**src/source/decode_pkg.sv**
```systemverilog
package decode_pkg;

    localparam int XLEN = 32;
    localparam int ILEN = 32;

    typedef logic [XLEN-1:0] word_t;
    typedef logic [ILEN-1:0] inst_t;
    typedef logic [4:0]      reg_idx_t;
    typedef logic [11:0]     csr_addr_t;
    typedef logic [6:0]      opcode_t;
    typedef logic [2:0]      funct3_t;
    typedef logic [6:0]      funct7_t;

    // instruction format class
    typedef logic [2:0] optype_t;
    localparam optype_t OPT_NONE = 3'd0;
    localparam optype_t OPT_R    = 3'd1;
    localparam optype_t OPT_I    = 3'd2;
    localparam optype_t OPT_S    = 3'd3;
    localparam optype_t OPT_B    = 3'd4;
    localparam optype_t OPT_U    = 3'd5;
    localparam optype_t OPT_J    = 3'd6;
    localparam optype_t OPT_PRIV = 3'd7;

    typedef logic [2:0] alu_op_t;
    localparam alu_op_t ALU_ADD = 3'd0;
    localparam alu_op_t ALU_SUB = 3'd1;
    localparam alu_op_t ALU_SLL = 3'd2;
    localparam alu_op_t ALU_SRA = 3'd3;
    localparam alu_op_t ALU_SRL = 3'd4;
    localparam alu_op_t ALU_AND = 3'd5;
    localparam alu_op_t ALU_OR  = 3'd6;
    localparam alu_op_t ALU_XOR = 3'd7;

    typedef logic [2:0] cmp_fn_t;
    localparam cmp_fn_t CMP_EQ  = 3'd0;
    localparam cmp_fn_t CMP_NE  = 3'd1;
    localparam cmp_fn_t CMP_GE  = 3'd2;
    localparam cmp_fn_t CMP_LT  = 3'd3;
    localparam cmp_fn_t CMP_LTU = 3'd5;
    localparam cmp_fn_t CMP_GEU = 3'd6;

    // byte lanes; bit 2 on loads marks sign extension
    typedef logic [3:0] mem_mask_t;
    localparam mem_mask_t MEM_LB  = 4'b0101;
    localparam mem_mask_t MEM_LH  = 4'b0111;
    localparam mem_mask_t MEM_LW  = 4'b1111;
    localparam mem_mask_t MEM_LBU = 4'b0001;
    localparam mem_mask_t MEM_LHU = 4'b0011;
    localparam mem_mask_t MEM_SB  = 4'b0001;
    localparam mem_mask_t MEM_SH  = 4'b0011;
    localparam mem_mask_t MEM_SW  = 4'b1111;

    localparam opcode_t OPC_OP       = 7'b0110011;
    localparam opcode_t OPC_OP_IMM   = 7'b0010011;
    localparam opcode_t OPC_LOAD     = 7'b0000011;
    localparam opcode_t OPC_STORE    = 7'b0100011;
    localparam opcode_t OPC_BRANCH   = 7'b1100011;
    localparam opcode_t OPC_JAL      = 7'b1101111;
    localparam opcode_t OPC_JALR     = 7'b1100111;
    localparam opcode_t OPC_LUI      = 7'b0110111;
    localparam opcode_t OPC_AUIPC    = 7'b0010111;
    localparam opcode_t OPC_SYSTEM   = 7'b1110011;
    localparam opcode_t OPC_MISC_MEM = 7'b0001111;

    localparam funct7_t F7_BASE = 7'b0000000;
    localparam funct7_t F7_ALT  = 7'b0100000;
    localparam funct7_t F7_MRET = 7'b0011000;

    typedef struct packed {
        word_t pc;
        word_t snpc;
        inst_t inst;
    } fetch_pkt_t;

    // xor_r, or_r, and_r are the register forms
    typedef struct packed {
        logic lui, auipc, jal, jalr;
        logic lb, lh, lw, lbu, lhu;
        logic sb, sh, sw;
        logic addi, xori, ori, andi, slli, srli, srai;
        logic add, sub, sll, xor_r, srl, sra, or_r, and_r;
        logic beq, bne, blt, bge, bltu, bgeu;
        logic slti, sltiu, slt, sltu;
        logic ecall, ebreak, mret;
        logic csrrw, csrrs;
        logic fence_i;
    } inst_flags_t;

    typedef struct packed {
        alu_op_t   alu_op;
        cmp_fn_t   cmp_fn;
        logic      cmp_src2_is_imm;
        logic      src2_is_imm;
        logic      src2_is_csr;
        logic      csr_op;
        logic      res_from_cmp;
        logic      src1_from_pre;
        logic      res_from_mem;
        logic      res_from_csr;
        logic      xret_flush;
        logic      break_sig;
        logic      excp_flush;
        logic      gr_we;
        logic      csr_we;
        mem_mask_t mem_re;
        mem_mask_t mem_we;
        logic      jmp;
        logic      br;
    } ctrl_t;

    typedef struct packed {
        word_t     pc;
        reg_idx_t  rs1;
        reg_idx_t  rs2;
        reg_idx_t  rd;
        csr_addr_t csr_addr;
        word_t     imm;
        word_t     src1;
        word_t     snpc;
        ctrl_t     ctrl;
    } decode_pkt_t;

endpackage

```
**src/source/ctrl_gen.sv**
```systemverilog
module ctrl_gen (
    input  decode_pkg::inst_flags_t flags_i,
    input  decode_pkg::optype_t     optype_i,
    input  decode_pkg::word_t       pc_i,
    output decode_pkg::ctrl_t       ctrl_o,
    output decode_pkg::word_t       src1_o
);

    logic src1_is_pc;
    logic is_load;
    logic is_branch;
    logic is_slt;
    logic is_trap;

    assign is_load   = flags_i.lb || flags_i.lh || flags_i.lw || flags_i.lbu || flags_i.lhu;
    assign is_branch = flags_i.beq || flags_i.bne || flags_i.blt || flags_i.bge ||
                       flags_i.bltu || flags_i.bgeu;
    assign is_slt    = flags_i.slt || flags_i.sltu || flags_i.slti || flags_i.sltiu;
    assign is_trap   = flags_i.ecall || flags_i.ebreak || flags_i.mret;

    // add is the default, covering addresses, lui, auipc and links
    assign ctrl_o.alu_op =
        ({3{flags_i.sub}}                    & decode_pkg::ALU_SUB) |
        ({3{flags_i.sll || flags_i.slli}}    & decode_pkg::ALU_SLL) |
        ({3{flags_i.sra || flags_i.srai}}    & decode_pkg::ALU_SRA) |
        ({3{flags_i.srl || flags_i.srli}}    & decode_pkg::ALU_SRL) |
        ({3{flags_i.and_r || flags_i.andi}}  & decode_pkg::ALU_AND) |
        ({3{flags_i.or_r || flags_i.ori}}    & decode_pkg::ALU_OR)  |
        ({3{flags_i.xor_r || flags_i.xori}}  & decode_pkg::ALU_XOR);

    assign ctrl_o.cmp_fn =
        ({3{flags_i.beq}}  & decode_pkg::CMP_EQ) |
        ({3{flags_i.bne}}  & decode_pkg::CMP_NE) |
        ({3{flags_i.bge}}  & decode_pkg::CMP_GE) |
        ({3{flags_i.blt || flags_i.slt || flags_i.slti}}     & decode_pkg::CMP_LT)  |
        ({3{flags_i.bltu || flags_i.sltu || flags_i.sltiu}}  & decode_pkg::CMP_LTU) |
        ({3{flags_i.bgeu}} & decode_pkg::CMP_GEU);

    assign ctrl_o.cmp_src2_is_imm = flags_i.slti || flags_i.sltiu;
    assign ctrl_o.src2_is_imm     = optype_i == decode_pkg::OPT_I ||
                                    optype_i == decode_pkg::OPT_S ||
                                    optype_i == decode_pkg::OPT_B ||
                                    optype_i == decode_pkg::OPT_U ||
                                    optype_i == decode_pkg::OPT_J;
    assign ctrl_o.src2_is_csr     = flags_i.csrrs;
    assign ctrl_o.csr_op          = flags_i.csrrw;
    assign ctrl_o.res_from_cmp    = is_slt;

    assign src1_is_pc = optype_i == decode_pkg::OPT_J || optype_i == decode_pkg::OPT_B ||
                        flags_i.auipc;
    // lui takes its zero src1 from here as well
    assign ctrl_o.src1_from_pre = src1_is_pc || flags_i.lui;
    assign src1_o               = src1_is_pc ? pc_i : '0;

    assign ctrl_o.res_from_mem = is_load;
    assign ctrl_o.res_from_csr = flags_i.csrrw || flags_i.csrrs;
    assign ctrl_o.xret_flush   = flags_i.mret;
    assign ctrl_o.break_sig    = flags_i.ebreak;
    assign ctrl_o.excp_flush   = flags_i.ecall;

    // no rd for stores, branches, traps, fence.i or unknown opcodes
    assign ctrl_o.gr_we = optype_i != decode_pkg::OPT_NONE &&
                          optype_i != decode_pkg::OPT_S &&
                          optype_i != decode_pkg::OPT_B && !is_trap;
    assign ctrl_o.csr_we = flags_i.csrrw || flags_i.csrrs;

    assign ctrl_o.mem_re = ({4{flags_i.lb}}  & decode_pkg::MEM_LB)  |
                           ({4{flags_i.lh}}  & decode_pkg::MEM_LH)  |
                           ({4{flags_i.lw}}  & decode_pkg::MEM_LW)  |
                           ({4{flags_i.lbu}} & decode_pkg::MEM_LBU) |
                           ({4{flags_i.lhu}} & decode_pkg::MEM_LHU);

    assign ctrl_o.mem_we = ({4{flags_i.sb}} & decode_pkg::MEM_SB) |
                           ({4{flags_i.sh}} & decode_pkg::MEM_SH) |
                           ({4{flags_i.sw}} & decode_pkg::MEM_SW);

    assign ctrl_o.jmp = flags_i.jal || flags_i.jalr;
    assign ctrl_o.br  = is_branch;

endmodule

```
**src/source/decode_pipe_reg.sv**
```systemverilog
module decode_pipe_reg (
    input  logic                   clock,
    input  logic                   rst_i,
    input  logic                   in_valid_i,
    input  decode_pkg::fetch_pkt_t in_pkt_i,
    output logic                   in_ready_o,
    output logic                   out_valid_o,
    output decode_pkg::fetch_pkt_t out_pkt_o,
    input  logic                   out_ready_i,
    input  logic                   flush_i
);

    logic                   valid_q;
    decode_pkg::fetch_pkt_t pkt_q;
    logic                   in_fire;
    logic                   out_fire;

    assign in_fire  = in_valid_i && in_ready_o;
    assign out_fire = out_valid_o && out_ready_i;

    always_ff @(posedge clock) begin
        if (in_fire) begin
            pkt_q <= in_pkt_i;
        end
    end

    // flush wins over a load in the same cycle
    always_ff @(posedge clock) begin
        if (rst_i || flush_i) begin
            valid_q <= 1'b0;
        end else if (in_fire) begin
            valid_q <= 1'b1;
        end else if (out_fire) begin
            valid_q <= 1'b0;
        end
    end

    assign out_valid_o = valid_q && !flush_i;
    assign out_pkt_o   = pkt_q;

    // empty, or the held item leaves this cycle
    assign in_ready_o = !valid_q || out_fire;

endmodule

```
**src/source/decode_stage.sv**
```systemverilog
module decode_stage (
    input  logic                    clock,
    input  logic                    rst_i,
    input  logic                    fetch_valid_i,
    input  decode_pkg::fetch_pkt_t  fetch_pkt_i,
    output logic                    fetch_ready_o,
    output logic                    rf_valid_o,
    output decode_pkg::decode_pkt_t rf_pkt_o,
    input  logic                    rf_ready_i,
    input  logic                    branch_flush_i,
    output logic                    icache_flush_o
);

    decode_pkg::fetch_pkt_t  held_pkt;
    decode_pkg::inst_flags_t flags;
    decode_pkg::optype_t     optype;

    decode_pipe_reg u_pipe_reg (
        .clock       (clock),
        .rst_i       (rst_i),
        .in_valid_i  (fetch_valid_i),
        .in_pkt_i    (fetch_pkt_i),
        .in_ready_o  (fetch_ready_o),
        .out_valid_o (rf_valid_o),
        .out_pkt_o   (held_pkt),
        .out_ready_i (rf_ready_i),
        .flush_i     (branch_flush_i)
    );

    inst_match u_inst_match (
        .inst_i   (held_pkt.inst),
        .flags_o  (flags),
        .optype_o (optype)
    );

    imm_field_gen u_imm_field_gen (
        .inst_i     (held_pkt.inst),
        .optype_i   (optype),
        .rs1_o      (rf_pkt_o.rs1),
        .rs2_o      (rf_pkt_o.rs2),
        .rd_o       (rf_pkt_o.rd),
        .csr_addr_o (rf_pkt_o.csr_addr),
        .imm_o      (rf_pkt_o.imm)
    );

    ctrl_gen u_ctrl_gen (
        .flags_i  (flags),
        .optype_i (optype),
        .pc_i     (held_pkt.pc),
        .ctrl_o   (rf_pkt_o.ctrl),
        .src1_o   (rf_pkt_o.src1)
    );

    assign rf_pkt_o.pc   = held_pkt.pc;
    assign rf_pkt_o.snpc = held_pkt.snpc;

    // only when the fence.i actually leaves the stage
    assign icache_flush_o = rf_valid_o && rf_ready_i && flags.fence_i;

endmodule

```
**src/source/imm_field_gen.sv**
```systemverilog
module imm_field_gen (
    input  decode_pkg::inst_t     inst_i,
    input  decode_pkg::optype_t   optype_i,
    output decode_pkg::reg_idx_t  rs1_o,
    output decode_pkg::reg_idx_t  rs2_o,
    output decode_pkg::reg_idx_t  rd_o,
    output decode_pkg::csr_addr_t csr_addr_o,
    output decode_pkg::word_t     imm_o
);

    decode_pkg::word_t imm_i;
    decode_pkg::word_t imm_s;
    decode_pkg::word_t imm_b;
    decode_pkg::word_t imm_u;
    decode_pkg::word_t imm_j;

    assign rs1_o      = inst_i[19:15];
    assign rs2_o      = inst_i[24:20];
    assign rd_o       = inst_i[11:7];
    assign csr_addr_o = inst_i[31:20];

    // all sign bits come from inst[31]
    assign imm_i = {{20{inst_i[31]}}, inst_i[31:20]};
    assign imm_s = {{20{inst_i[31]}}, inst_i[31:25], inst_i[11:7]};
    assign imm_b = {{19{inst_i[31]}}, inst_i[31], inst_i[7], inst_i[30:25],
                    inst_i[11:8], 1'b0};
    assign imm_u = {inst_i[31:12], 12'b0};
    assign imm_j = {{11{inst_i[31]}}, inst_i[31], inst_i[19:12], inst_i[20],
                    inst_i[30:21], 1'b0};

    always_comb begin
        case (optype_i)
            decode_pkg::OPT_I: imm_o = imm_i;
            decode_pkg::OPT_S: imm_o = imm_s;
            decode_pkg::OPT_B: imm_o = imm_b;
            decode_pkg::OPT_U: imm_o = imm_u;
            decode_pkg::OPT_J: imm_o = imm_j;
            // R, PRIV and unknown carry no immediate
            default:           imm_o = '0;
        endcase
    end

endmodule

```
**src/source/inst_match.sv**
```systemverilog
module inst_match (
    input  decode_pkg::inst_t       inst_i,
    output decode_pkg::inst_flags_t flags_o,
    output decode_pkg::optype_t     optype_o
);

    decode_pkg::opcode_t  opcode;
    decode_pkg::funct3_t  funct3;
    decode_pkg::funct7_t  funct7;
    decode_pkg::reg_idx_t rd;
    decode_pkg::reg_idx_t rs1;
    decode_pkg::reg_idx_t rs2;
    logic                 is_op;
    logic                 is_op_imm;
    logic                 is_load;
    logic                 is_store;
    logic                 is_branch;
    logic                 is_system;
    logic                 f7_base;
    logic                 f7_alt;
    logic                 priv_base;

    assign opcode = inst_i[6:0];
    assign funct3 = inst_i[14:12];
    assign funct7 = inst_i[31:25];
    assign rd     = inst_i[11:7];
    assign rs1    = inst_i[19:15];
    assign rs2    = inst_i[24:20];

    assign is_op     = opcode == decode_pkg::OPC_OP;
    assign is_op_imm = opcode == decode_pkg::OPC_OP_IMM;
    assign is_load   = opcode == decode_pkg::OPC_LOAD;
    assign is_store  = opcode == decode_pkg::OPC_STORE;
    assign is_branch = opcode == decode_pkg::OPC_BRANCH;
    assign is_system = opcode == decode_pkg::OPC_SYSTEM;
    assign f7_base   = funct7 == decode_pkg::F7_BASE;
    assign f7_alt    = funct7 == decode_pkg::F7_ALT;

    // common part of ecall/ebreak/mret
    assign priv_base = is_system && funct3 == 3'b000 && rd == 5'd0 && rs1 == 5'd0;

    assign flags_o.lui   = opcode == decode_pkg::OPC_LUI;
    assign flags_o.auipc = opcode == decode_pkg::OPC_AUIPC;
    assign flags_o.jal   = opcode == decode_pkg::OPC_JAL;
    assign flags_o.jalr  = opcode == decode_pkg::OPC_JALR && funct3 == 3'b000;

    assign flags_o.lb  = is_load && funct3 == 3'b000;
    assign flags_o.lh  = is_load && funct3 == 3'b001;
    assign flags_o.lw  = is_load && funct3 == 3'b010;
    assign flags_o.lbu = is_load && funct3 == 3'b100;
    assign flags_o.lhu = is_load && funct3 == 3'b101;
    assign flags_o.sb  = is_store && funct3 == 3'b000;
    assign flags_o.sh  = is_store && funct3 == 3'b001;
    assign flags_o.sw  = is_store && funct3 == 3'b010;

    assign flags_o.addi  = is_op_imm && funct3 == 3'b000;
    assign flags_o.slti  = is_op_imm && funct3 == 3'b010;
    assign flags_o.sltiu = is_op_imm && funct3 == 3'b011;
    assign flags_o.xori  = is_op_imm && funct3 == 3'b100;
    assign flags_o.ori   = is_op_imm && funct3 == 3'b110;
    assign flags_o.andi  = is_op_imm && funct3 == 3'b111;
    assign flags_o.slli  = is_op_imm && funct3 == 3'b001 && f7_base;
    assign flags_o.srli  = is_op_imm && funct3 == 3'b101 && f7_base;
    assign flags_o.srai  = is_op_imm && funct3 == 3'b101 && f7_alt;

    assign flags_o.add   = is_op && funct3 == 3'b000 && f7_base;
    assign flags_o.sub   = is_op && funct3 == 3'b000 && f7_alt;
    assign flags_o.sll   = is_op && funct3 == 3'b001 && f7_base;
    assign flags_o.slt   = is_op && funct3 == 3'b010 && f7_base;
    assign flags_o.sltu  = is_op && funct3 == 3'b011 && f7_base;
    assign flags_o.xor_r = is_op && funct3 == 3'b100 && f7_base;
    assign flags_o.srl   = is_op && funct3 == 3'b101 && f7_base;
    assign flags_o.sra   = is_op && funct3 == 3'b101 && f7_alt;
    assign flags_o.or_r  = is_op && funct3 == 3'b110 && f7_base;
    assign flags_o.and_r = is_op && funct3 == 3'b111 && f7_base;

    assign flags_o.beq  = is_branch && funct3 == 3'b000;
    assign flags_o.bne  = is_branch && funct3 == 3'b001;
    assign flags_o.blt  = is_branch && funct3 == 3'b100;
    assign flags_o.bge  = is_branch && funct3 == 3'b101;
    assign flags_o.bltu = is_branch && funct3 == 3'b110;
    assign flags_o.bgeu = is_branch && funct3 == 3'b111;

    assign flags_o.ecall  = priv_base && f7_base && rs2 == 5'd0;
    assign flags_o.ebreak = priv_base && f7_base && rs2 == 5'd1;
    assign flags_o.mret   = priv_base && funct7 == decode_pkg::F7_MRET && rs2 == 5'd2;
    assign flags_o.csrrw  = is_system && funct3 == 3'b001;
    assign flags_o.csrrs  = is_system && funct3 == 3'b010;

    assign flags_o.fence_i = opcode == decode_pkg::OPC_MISC_MEM && funct3 == 3'b001;

    always_comb begin
        case (opcode)
            decode_pkg::OPC_OP:       optype_o = decode_pkg::OPT_R;
            decode_pkg::OPC_OP_IMM,
            decode_pkg::OPC_LOAD,
            decode_pkg::OPC_JALR:     optype_o = decode_pkg::OPT_I;
            decode_pkg::OPC_STORE:    optype_o = decode_pkg::OPT_S;
            decode_pkg::OPC_BRANCH:   optype_o = decode_pkg::OPT_B;
            decode_pkg::OPC_LUI,
            decode_pkg::OPC_AUIPC:    optype_o = decode_pkg::OPT_U;
            decode_pkg::OPC_JAL:      optype_o = decode_pkg::OPT_J;
            decode_pkg::OPC_SYSTEM:   optype_o = decode_pkg::OPT_PRIV;
            default:                  optype_o = decode_pkg::OPT_NONE;
        endcase
    end

endmodule
```
**config.mk**
```make
export PLATFORM = sky130hd
export DESIGN_NAME = decode_stage
export DESIGN_NICKNAME = d
export VERILOG_FILES = /design/src/source/decode_pkg.sv /design/src/source/ctrl_gen.sv /design/src/source/decode_pipe_reg.sv /design/src/source/decode_stage.sv /design/src/source/imm_field_gen.sv /design/src/source/inst_match.sv
export SDC_FILE = /design/constraint.sdc
export NUM_CORES = 1
export LEC_CHECK = 0
export BUFFER_PORTS_ARGS = -buffer_cell sky130_fd_sc_hd__buf_2
export CAP_MARGIN = 10
export CELL_PAD_IN_SITES_DETAIL_PLACEMENT = 0
export CELL_PAD_IN_SITES_GLOBAL_PLACEMENT = 2
export CORE_AREA = 2 2 137 139
export CTS_CLUSTER_DIAMETER = 50
export DETAILED_ROUTE_END_ITERATION = 8
export DIE_AREA = 0 0 139 141
export GPL_TIMING_DRIVEN = 0
export HOLD_SLACK_MARGIN = 0.03
export PLACE_DENSITY = 0.89
export SYNTH_ARGS = -nofsm -noshare
export SYNTH_HDL_FRONTEND = slang
export SYNTH_HIERARCHICAL = 1
export SYNTH_SLANG_ARGS = --single-unit
```
**constraint.sdc**
```tcl
create_clock -name clock -period 11.85 [get_ports clock]
set_input_delay 2.37 -clock clock [delete_from_list [all_inputs] [get_ports clock]]
set_output_delay 2.37 -clock clock [all_outputs]
set_load 0.005 [all_outputs]
```
==> flow_metrics.py, run 1 <==
metrics = {
    "pwr": {
        "intPower_uw": 596,
        "switching_share_pct": 24.3,
        "power_frac_comb_pct": 11.7,
        "power_density_nw_per_um2": 111,
        "p_clk_share_pct": 35.6,
        "seqPwrFrac_pct": 52.8,
        "net-switching-power_uw": 191,
        "vdd_drop_max_uv": 89.6,
        "leakage_nw": 3.27,
    },
    "detailed_routing": {
        "ant_nets": 0,
        "routedWlPerCell_um": 16.4,
        "wl_mm": 15.6,
        "vias": 4317,
        "drc": 0,
        "vias_per_cell": 4.52,
        "drt-initial-drc-count": 174,
        "firstDrtPassIters": 4,
    },
    "die": {
        "num_rows": 50,
        "die_w_um": 139,
        "initial_core_util_pct": 27.4,
        "die_h_um": 141,
        "io_pins": 288,
        "coreArea_um2": 18300,
        "die-area_um2": 19600,
    },
    "critical_path": {
        "critical-path-max-stage-delay_ns": 0.73,
        "setup.worst_path.end_class": "output pin",
        "critPathMostFrequentCell": "buf_4",
        "slowest_stage": "a21oi_1",
        "criticalPathCategory": "flop to output pin",
        "crit_arrival_ns": 3.09,
        "crit_chain": "clkbuf_1, and3_1, o21ai_0, a21oi_1, buf_4, buf_4, nand2_1, o221ai_1, buf_2",
        "start_kind": "flop",
        "worstPathRequired_ns": 9.48,
        "cp_max_fo": 10,
    },
    "clocking": {
        "cts_hold_buf": 0,
        "clockBufferDepth": 2,
        "clock_sinks": 97,
        "root_buffer": "clkbuf_16",
        "htreeDepth": 3,
        "cts_made_buffers": 9,
        "clk_pin_slew_ns": 0.06,
        "post_cts_buffers": 0,
        "post_cts_resized": 0,
        "worstSkewPairLatency_ns": 0.35,
        "tritoncts": "built",
    },
    "sta": {
        "rsz0062_at_grt": "false",
        "final_hold_viol_count": 0,
        "fin_crit_sh_pct": 46.0,
        "setup_viol": 0,
        "clock.fmax_ghz": 0.183,
        "clock_skew_ns": 0.0129,
        "max_slew_margin_pct": 39.0,
        "fin_tns_setup_ns": 0,
        "min_period_ns": 5.46,
        "worstMarginPinSlew_ns": 0.915,
        "setup_ws_ns": 6.39,
        "drv_slew": 0,
    },
    "run_status": {
        "outcome": "completed",
    },
    "synthesis": {
        "syn_avg_cell_area_um2": 12.1,
        "synth_fp_nets": 515,
        "yosysWarnings": 6,
        "netlist_area_um2": 5000,
        "syn_inst": 414,
    },
    "global_routing": {
        "grt_pass1_wl_mm": 23.7,
        "grt_pass1_vias": 4159,
        "antenna_found_initial": 2,
        "grt_overflow_total": 0,
        "grt_max_degree": 33,
        "grt_use_total_pct": 15.5,
    },
    "placed_design": {
        "dp_hpwl_mm": 12.4,
        "pre_cts_ws_ns": 6.61,
        "numPortBuffers": 287,
        "place_congestion": 0.755,
        "placed_area_um2": 6800,
    },
    "final_layout": {
        "design_area_um2": 7090,
        "nets": 816,
        "fill_cells": 1865,
        "drive_above_1_share_pct": 52.5,
        "area_growth_pct": 41.8,
    },
    "worst_hold_path": {
        "min_path_type": "flop to flop",
    },
    "flow_run": {
        "drv_cap": 0,
    },
}
per-layer routing:
layer  GRT usage (%)  vias up  share of wire [%]
met4            3.83        2                1.3
met1            17.9     2005                 39
met2            27.4      170                 52
met3            5.81       15                8.0
li1                -     2125                  -
met5               0        -              0.083
path summary, 6_finish.rpt:
| check | startpoint | end | slack (ns) | cells after the start |
|---|---|---|---|---|
| setup reg to reg | u_pipe_reg/valid_q | u_pipe_reg/out_pkt_o[18] | 10.14 | 3 |
| hold reg to reg | u_pipe_reg/valid_q | u_pipe_reg/valid_q | 0.68 | 2 |
| hold / removal | u_pipe_reg/valid_q | u_pipe_reg/valid_q | 0.68 | 2 |
| setup / recovery | u_pipe_reg/out_pkt_o[5] | rf_pkt_o[111] | 6.39 | 9 |
layout by cell type, fill, tap and decap left out, types with 7 or more instances in the layout:
master and instances:
o221ai_1 8, nor2_1 34, buf_4 45, nor3_1 18, buf_2 297, a21boi_0 32, nor4_1 8, edfxtp_1 96
nand3_1 20, nand4b_1 12, nor3b_1 7, mux2i_1 10, nand2_1 20, clkbuf_1 12, clkbuf_16 9
registers in the layout (all words and copies together), names as in the netlist:
signal and count:
u_pipe_reg/out_pkt_o 96, u_pipe_reg/valid_q 1
power groups by stage:
stage	Sequential (mW)	Combinational [mW]	Clock (mW)
detailed placement	0.423	0.0928	0
global placement	0.426	0.0887	0
global route	0.418	0.101	0.298
finish	0.415	0.0917	0.280
CTS	0.416	0.0931	0.289
floorplan	0.422	0.0384	0
worst max-delay path: cells and delay by family (launching register included):
kind                   cells  cell delay (ns)
AOI/OAI and AO/OA          3             1.04
DFF                        1             0.32
and+or+nand+nor            2             0.36
buffers and inverters      4             1.03
through the flow:
| step | total power, mW | utilization [%] | hold slack [ns] | std cells |
|---|---|---|---|---|
| after floorplan | 0.460 | - | 0.600 | 414 |
| after global placement | 0.514 | 36.8 | 0.634 | 935 |
| after detailed placement | 0.516 | 37.2 | 0.663 | 938 |
| after CTS | 0.798 | 38.8 | 0.687 | 954 |
| after global routing | 0.817 | 38.8 | 0.730 | 955 |
| final | 0.787 | 38.8 | 0.684 | 955 |
final cells by class:
type | count | area [µm²] | area share (%)
Antenna cell | 1 | 2.50 | 0.0353
Buffer | 71 | 467 | 6.58
Clock buffer | 10 | 229 | 3.23
Clock inverter | 6 | 55.1 | 0.777
Inverter | 4 | 15.0 | 0.212
Multi-Input combinational cell | 242 | 1630 | 23.0
Sequential cell | 97 | 2900 | 41.0
Tap cell | 234 | 293 | 4.13
Timing Repair Buffer | 290 | 1500 | 21.1
Power figures use the tool's default switching activity.
==> run 2: changes to the inputs <==
--- a/config.mk
+++ b/config.mk
@@ -9,13 +9,13 @@
 export CAP_MARGIN = 10
 export CELL_PAD_IN_SITES_DETAIL_PLACEMENT = 0
 export CELL_PAD_IN_SITES_GLOBAL_PLACEMENT = 2
-export CORE_AREA = 2 2 137 139
+export CORE_AREA = 2 2 142 144
 export CTS_CLUSTER_DIAMETER = 50
 export DETAILED_ROUTE_END_ITERATION = 8
-export DIE_AREA = 0 0 139 141
+export DIE_AREA = 0 0 144 146
 export GPL_TIMING_DRIVEN = 0
 export HOLD_SLACK_MARGIN = 0.03
-export PLACE_DENSITY = 0.89
+export PLACE_DENSITY = 0.84
 export SYNTH_ARGS = -nofsm -noshare
 export SYNTH_HDL_FRONTEND = slang
 export SYNTH_HIERARCHICAL = 1
==> constraint.sdc (replaced) <==
create_clock -name clock -period 5.65 [get_ports clock]
set_input_delay 1.13 -clock clock [delete_from_list [all_inputs] [get_ports clock]]
set_output_delay 1.13 -clock clock [all_outputs]
set_load 0.005 [all_outputs]
==> flow_metrics.py, run 2 (synthesis results as in run 1) <==
metrics = {
    "sta": {
        "clock_skew_ns": 0.0105,
        "clock.fmax_ghz": 0.227,
        "max_slew_margin_pct": 35.0,
        "drv_slew": 0,
        "worstMarginPinSlew_ns": 0.975,
        "fin_crit_sh_pct": 78.1,
        "whs_ns": 0.682,
        "setup_viol": 0,
        "min_period_ns": 4.41,
        "final_hold_viol_count": 0,
        "rsz0062_at_grt": "false",
    },
    "detailed_routing": {
        "drc": 0,
        "vias_per_cell": 4.38,
        "drt-initial-drc-count": 212,
        "firstDrtPassIters": 4,
        "ant_nets": 0,
        "vias": 4329,
        "routedWlPerCell_um": 16.4,
        "wl_mm": 16.2,
    },
    "die": {
        "coreArea_um2": 19300,
        "io_pins": 288,
        "die_h_um": 146,
        "initial_core_util_pct": 25.8,
        "num_rows": 51,
        "die-area_um2": 21000,
        "die_w_um": 144,
    },
    "final_layout": {
        "largest_register_ffs": 96,
        "area_growth_pct": 43.5,
        "layout_commonest_cell": "buf_2",
        "final_cell_mix": "buf_2 (298), edfxtp_1 (96), buf_4 (45), nor2_1 (34), a21boi_0 (32)",
        "nets": 818,
        "fill_cells": 1963,
        "drive_above_1_share_pct": 52.5,
    },
    "run_status": {
        "outcome": "completed",
    },
    "flow_run": {
        "drv_cap": 0,
    },
    "global_routing": {
        "grt_max_degree": 27,
        "grt_overflow_total": 0,
        "antenna_found_initial": 2,
        "grt_pass1_vias": 4235,
        "grt_pass1_wl_mm": 24.4,
        "grt_use_total_pct": 15.2,
    },
    "clocking": {
        "cts_hold_buf": 0,
        "post_cts_buffers": 0,
        "htreeDepth": 3,
        "tritoncts": "built",
        "clockBufferDepth": 2,
        "root_buffer": "clkbuf_16",
        "clk_pin_slew_ns": 0.06,
        "clock_sinks": 97,
        "post_cts_resized": 0,
        "cts_made_buffers": 9,
        "worstSkewPairLatency_ns": 0.34,
    },
    "critical_path": {
        "crit_chain": "clkbuf_1, nand2_1, o21bai_1, a21oi_1, nand2b_1, clkbuf_1, a21boi_0, buf_2",
        "critical-path-max-stage-delay_ns": 0.77,
        "crit_arrival_ns": 3.28,
        "cp_max_fo": 10,
        "worstPathRequired_ns": 4.52,
        "cp_top_family": "compound AO/OA/AOI/OAI gates",
        "critPathMostFrequentCell": "clkbuf_1",
        "criticalPathCategory": "flop to output pin",
        "start_kind": "flop",
        "rrSetupSlack_ns": 3.81,
        "slowest_stage": "a21oi_1",
        "setup.worst_path.end_class": "output pin",
        "path_buf_inv": 3,
    },
    "pwr": {
        "power.total_mw": 1.67,
        "vdd_drop_max_uv": 134,
        "power_density_nw_per_um2": 233,
        "leakage_nw": 3.29,
    },
    "placed_design": {
        "numPortBuffers": 287,
        "place_congestion": 0.765,
        "dp_hpwl_mm": 13.1,
    },
    "worst_hold_path": {
        "min_path_type": "flop to flop",
    },
}
[run 2: report_power, final]
group | switching [mW] | internal (mW)
Sequential | 0.0276 | 0.842
Combinational | 0.0956 | 0.103
Clock | 0.291 | 0.310
Total | 0.414 | 1.25
[run 2: final cells by class]
cell class / instances / area (µm²) / share of cell area [%]
Clock inverter: 6 / 57.6 / 0.803
Sequential cell: 97 / 2900 / 40.5
Timing Repair Buffer: 292 / 1540 / 21.5
Clock buffer: 10 / 229 / 3.19
Inverter: 4 / 15.0 / 0.209
Multi-Input combinational cell: 242 / 1620 / 22.6
Tap cell: 265 / 332 / 4.62
Antenna cell: 1 / 2.50 / 0.0349
Buffer: 71 / 467 / 6.51
[run 2: worst paths after layout]
kind,from,end,cells after the start
setup / recovery,u_pipe_reg/out_pkt_o[5],rf_pkt_o[86],8
hold / removal,u_pipe_reg/valid_q,u_pipe_reg/valid_q,2
setup reg to reg,u_pipe_reg/valid_q,u_pipe_reg/out_pkt_o[44],4
hold reg to reg,u_pipe_reg/valid_q,u_pipe_reg/valid_q,2
[run 2: worst register-to-register path: stages, from the launching register on]
cell      delay, ns
dfxtp_1        0.35
a21boi_4       0.57
buf_16         0.24
buf_12         0.20
buf_16         0.19
[run 2: routing by layer]
metal / wire [µm] / global-route usage [%] / vias to the layer above
met5: 13 / 0 / -
met4: 286 / 4.51 / 2
met3: 1320 / 5.17 / 17
met2: 8220 / 26.3 / 185
met1: 6370 / 17.8 / 1994
li1: - / - / 2131
[run 2: stage by stage]
stage / worst slack [ns] / cells / util (%) / setup TNS, ns / area (µm²)
after CTS: 1.17 / 987 / 37.1 / 0 / 7170
after detailed placement: 1.54 / 971 / 35.6 / 0 / 6880
after global placement: -0.0307 / 966 / 35.0 / -2.29 / 6770
after floorplan: 1.35 / 414 / - / 0 / 5000
after global routing: 0.917 / 988 / 37.1 / 0 / 7170
final: 1.24 / 988 / 37.1 / 0 / 7170
==> run 3: changes to the inputs <==
--- a/config.mk
+++ b/config.mk
@@ -9,13 +9,13 @@
 export CAP_MARGIN = 10
 export CELL_PAD_IN_SITES_DETAIL_PLACEMENT = 0
 export CELL_PAD_IN_SITES_GLOBAL_PLACEMENT = 2
-export CORE_AREA = 2 2 142 144
+export CORE_AREA = 2 2 151 153
 export CTS_CLUSTER_DIAMETER = 50
 export DETAILED_ROUTE_END_ITERATION = 8
-export DIE_AREA = 0 0 144 146
+export DIE_AREA = 0 0 153 155
 export GPL_TIMING_DRIVEN = 0
 export HOLD_SLACK_MARGIN = 0.03
-export PLACE_DENSITY = 0.84
+export PLACE_DENSITY = 0.79
 export SYNTH_ARGS = -nofsm -noshare
 export SYNTH_HDL_FRONTEND = slang
 export SYNTH_HIERARCHICAL = 1
==> constraint.sdc (replaced) <==
create_clock -name clock -period 3.8 [get_ports clock]
set_input_delay 0.76 -clock clock [delete_from_list [all_inputs] [get_ports clock]]
set_output_delay 0.76 -clock clock [all_outputs]
set_load 0.005 [all_outputs]
==> flow_metrics.py, run 3 (synthesis results as in run 1) <==
metrics = {
    "clocking": {
        "tritoncts": "built",
        "clk_pin_slew_ns": 0.08,
        "cts_made_buffers": 9,
        "clockBufferDepth": 2,
        "clock_sinks": 97,
        "root_buffer": "clkbuf_16",
        "worstSkewPairLatency_ns": 0.35,
        "htreeDepth": 3,
    },
    "die": {
        "die_h_um": 155,
        "num_rows": 55,
        "die_w_um": 153,
        "initial_core_util_pct": 22.5,
        "coreArea_um2": 22200,
        "die-area_um2": 23700,
        "io_pins": 288,
    },
    "global_routing": {
        "grt_pass1_wl_mm": 25.5,
        "grt_pass1_vias": 4287,
        "antenna_found_initial": 0,
        "grt_overflow_total": 0,
        "grt_use_total_pct": 14.0,
        "grt_max_degree": 29,
    },
    "sta": {
        "max_slew_margin_pct": 47.4,
        "min_period_ns": 3.59,
        "setup_viol": 0,
        "final_hold_viol_count": 0,
        "drv_slew": 0,
        "worstMarginPinSlew_ns": 0.787,
        "rsz0062_at_grt": "false",
        "clock_skew_ns": 0.0128,
        "fin_crit_sh_pct": 94.4,
        "clock.fmax_ghz": 0.279,
    },
    "detailed_routing": {
        "drc": 0,
        "drt-initial-drc-count": 167,
        "wl_mm": 17.0,
        "ant_nets": 0,
        "routedWlPerCell_um": 17.0,
        "vias": 4295,
        "firstDrtPassIters": 4,
        "vias_per_cell": 4.28,
    },
    "final_layout": {
        "drive_above_1_share_pct": 53.8,
        "design_area_um2": 7200,
        "area_growth_pct": 44.0,
        "utilization_pct": 32.4,
        "final_cell_mix": "buf_2 (297), edfxtp_1 (96), buf_4 (47), nor2_1 (34), a21boi_0 (32)",
        "nets": 814,
        "diodes": 0,
        "layout_commonest_cell": "buf_2",
        "fill_cells": 2290,
        "largest_register_ffs": 96,
    },
    "pwr": {
        "leakage_nw": 3.30,
        "power_density_nw_per_um2": 345,
        "vdd_drop_max_uv": 195,
    },
    "placed_design": {
        "dp_hpwl_mm": 13.6,
        "placed_area_um2": 6870,
        "numPortBuffers": 287,
        "place_congestion": 0.762,
    },
    "critical_path": {
        "critPathMostFrequentCell": "buf_4",
        "setup.worst_path.end_class": "output pin",
        "start_kind": "flop",
        "criticalPathCategory": "flop to output pin",
        "cp_top_family": "compound AO/OA/AOI/OAI gates",
        "slowest_stage": "edfxtp_1",
        "cp_max_fo": 10,
        "path_buf_inv": 3,
        "worstPathRequired_ns": 3.04,
        "crit_chain": "or3_1, a21o_1, a21oi_4, buf_4, buf_4, nand2_1, o221ai_1, buf_2",
        "crit_arrival_ns": 2.83,
        "critical-path-max-stage-delay_ns": 0.54,
    },
    "flow_run": {
        "drv_cap": 0,
    },
    "worst_hold_path": {
        "min_path_type": "input pin to flop",
    },
    "run_status": {
        "outcome": "completed",
    },
}
-- run 3: cell count changes in the layout (fill, tap and decap cells not counted), sizes merged --
cell / before / now
buf: 352 / 350
diode: 1 / 0
clkinv: 2 / 3
inv: 8 / 7
clkbuf: 21 / 19
-- run 3: metal layers --
layer,routed length (µm),global-route usage (%),up-vias
li1,-,-,2122
met1,6970,16.5,1973
met5,0,0,-
met2,8330,24.0,182
met3,1380,4.90,18
met4,318,4.76,0
-- run 3: what timing repair did --
action,4_1_cts,5_1_grt
endpoints found under the setup margin,62,36
pin swaps,1,0
hold buffers,0,0
resized for setup,4,8
cloned,0,0
setup buffers,2,0
-- run 3: worst reg2reg max path: stages (launching register included) --
cell and delay (ns):
dfxtp_1 0.35, a21boi_4 0.65, buf_12 0.29, buf_16 0.21, buf_12 0.21
-- run 3: layout make-up --
type	instances	area (µm²)	share of cell area, %
Multi-Input combinational cell	242	1660	23.1
Clock inverter	6	57.6	0.800
Inverter	4	15.0	0.209
Tap cell	285	357	4.95
Clock buffer	10	229	3.18
Buffer	67	455	6.33
Timing Repair Buffer	292	1520	21.1
Sequential cell	97	2900	40.3
-- run 3: final timing paths --
check / startpoint / endpoint / slack, ns / cells after the start
hold / removal: fetch_pkt_i[74] / u_pipe_reg/out_pkt_o[74] / 0.58 / 1
setup reg to reg: u_pipe_reg/valid_q / u_pipe_reg/out_pkt_o[16] / 1.79 / 4
setup / recovery: u_pipe_reg/out_pkt_o[6] / rf_pkt_o[107] / 0.21 / 8
hold reg to reg: u_pipe_reg/valid_q / u_pipe_reg/valid_q / 0.69 / 2
-- run 3: where the power goes --
| group | switching, mW | internal, mW | leakage, nW | total, mW |
|---|---|---|---|---|
| sequential | 0.0448 | 1.25 | 0.940 | 1.30 |
| clock | 0.437 | 0.460 | 0.141 | 0.897 |
| combinational | 0.143 | 0.149 | 2.22 | 0.292 |
| total | 0.625 | 1.86 | 3.30 | 2.49 |
-- run 3: per-stage QoR --
step	worst slack (ns)	power [mW]	hold slack, ns	std cells	setup TNS, ns
CTS	0.0826	2.53	0.558	1007	0
global placement	-0.337	1.61	0.676	986	-13.27
floorplan	0.862	1.43	0.637	414	0
finish	0.214	2.49	0.576	1003	0
global route	0.0798	2.59	0.558	1003	0
detailed placement	0.0641	1.62	0.675	989	0
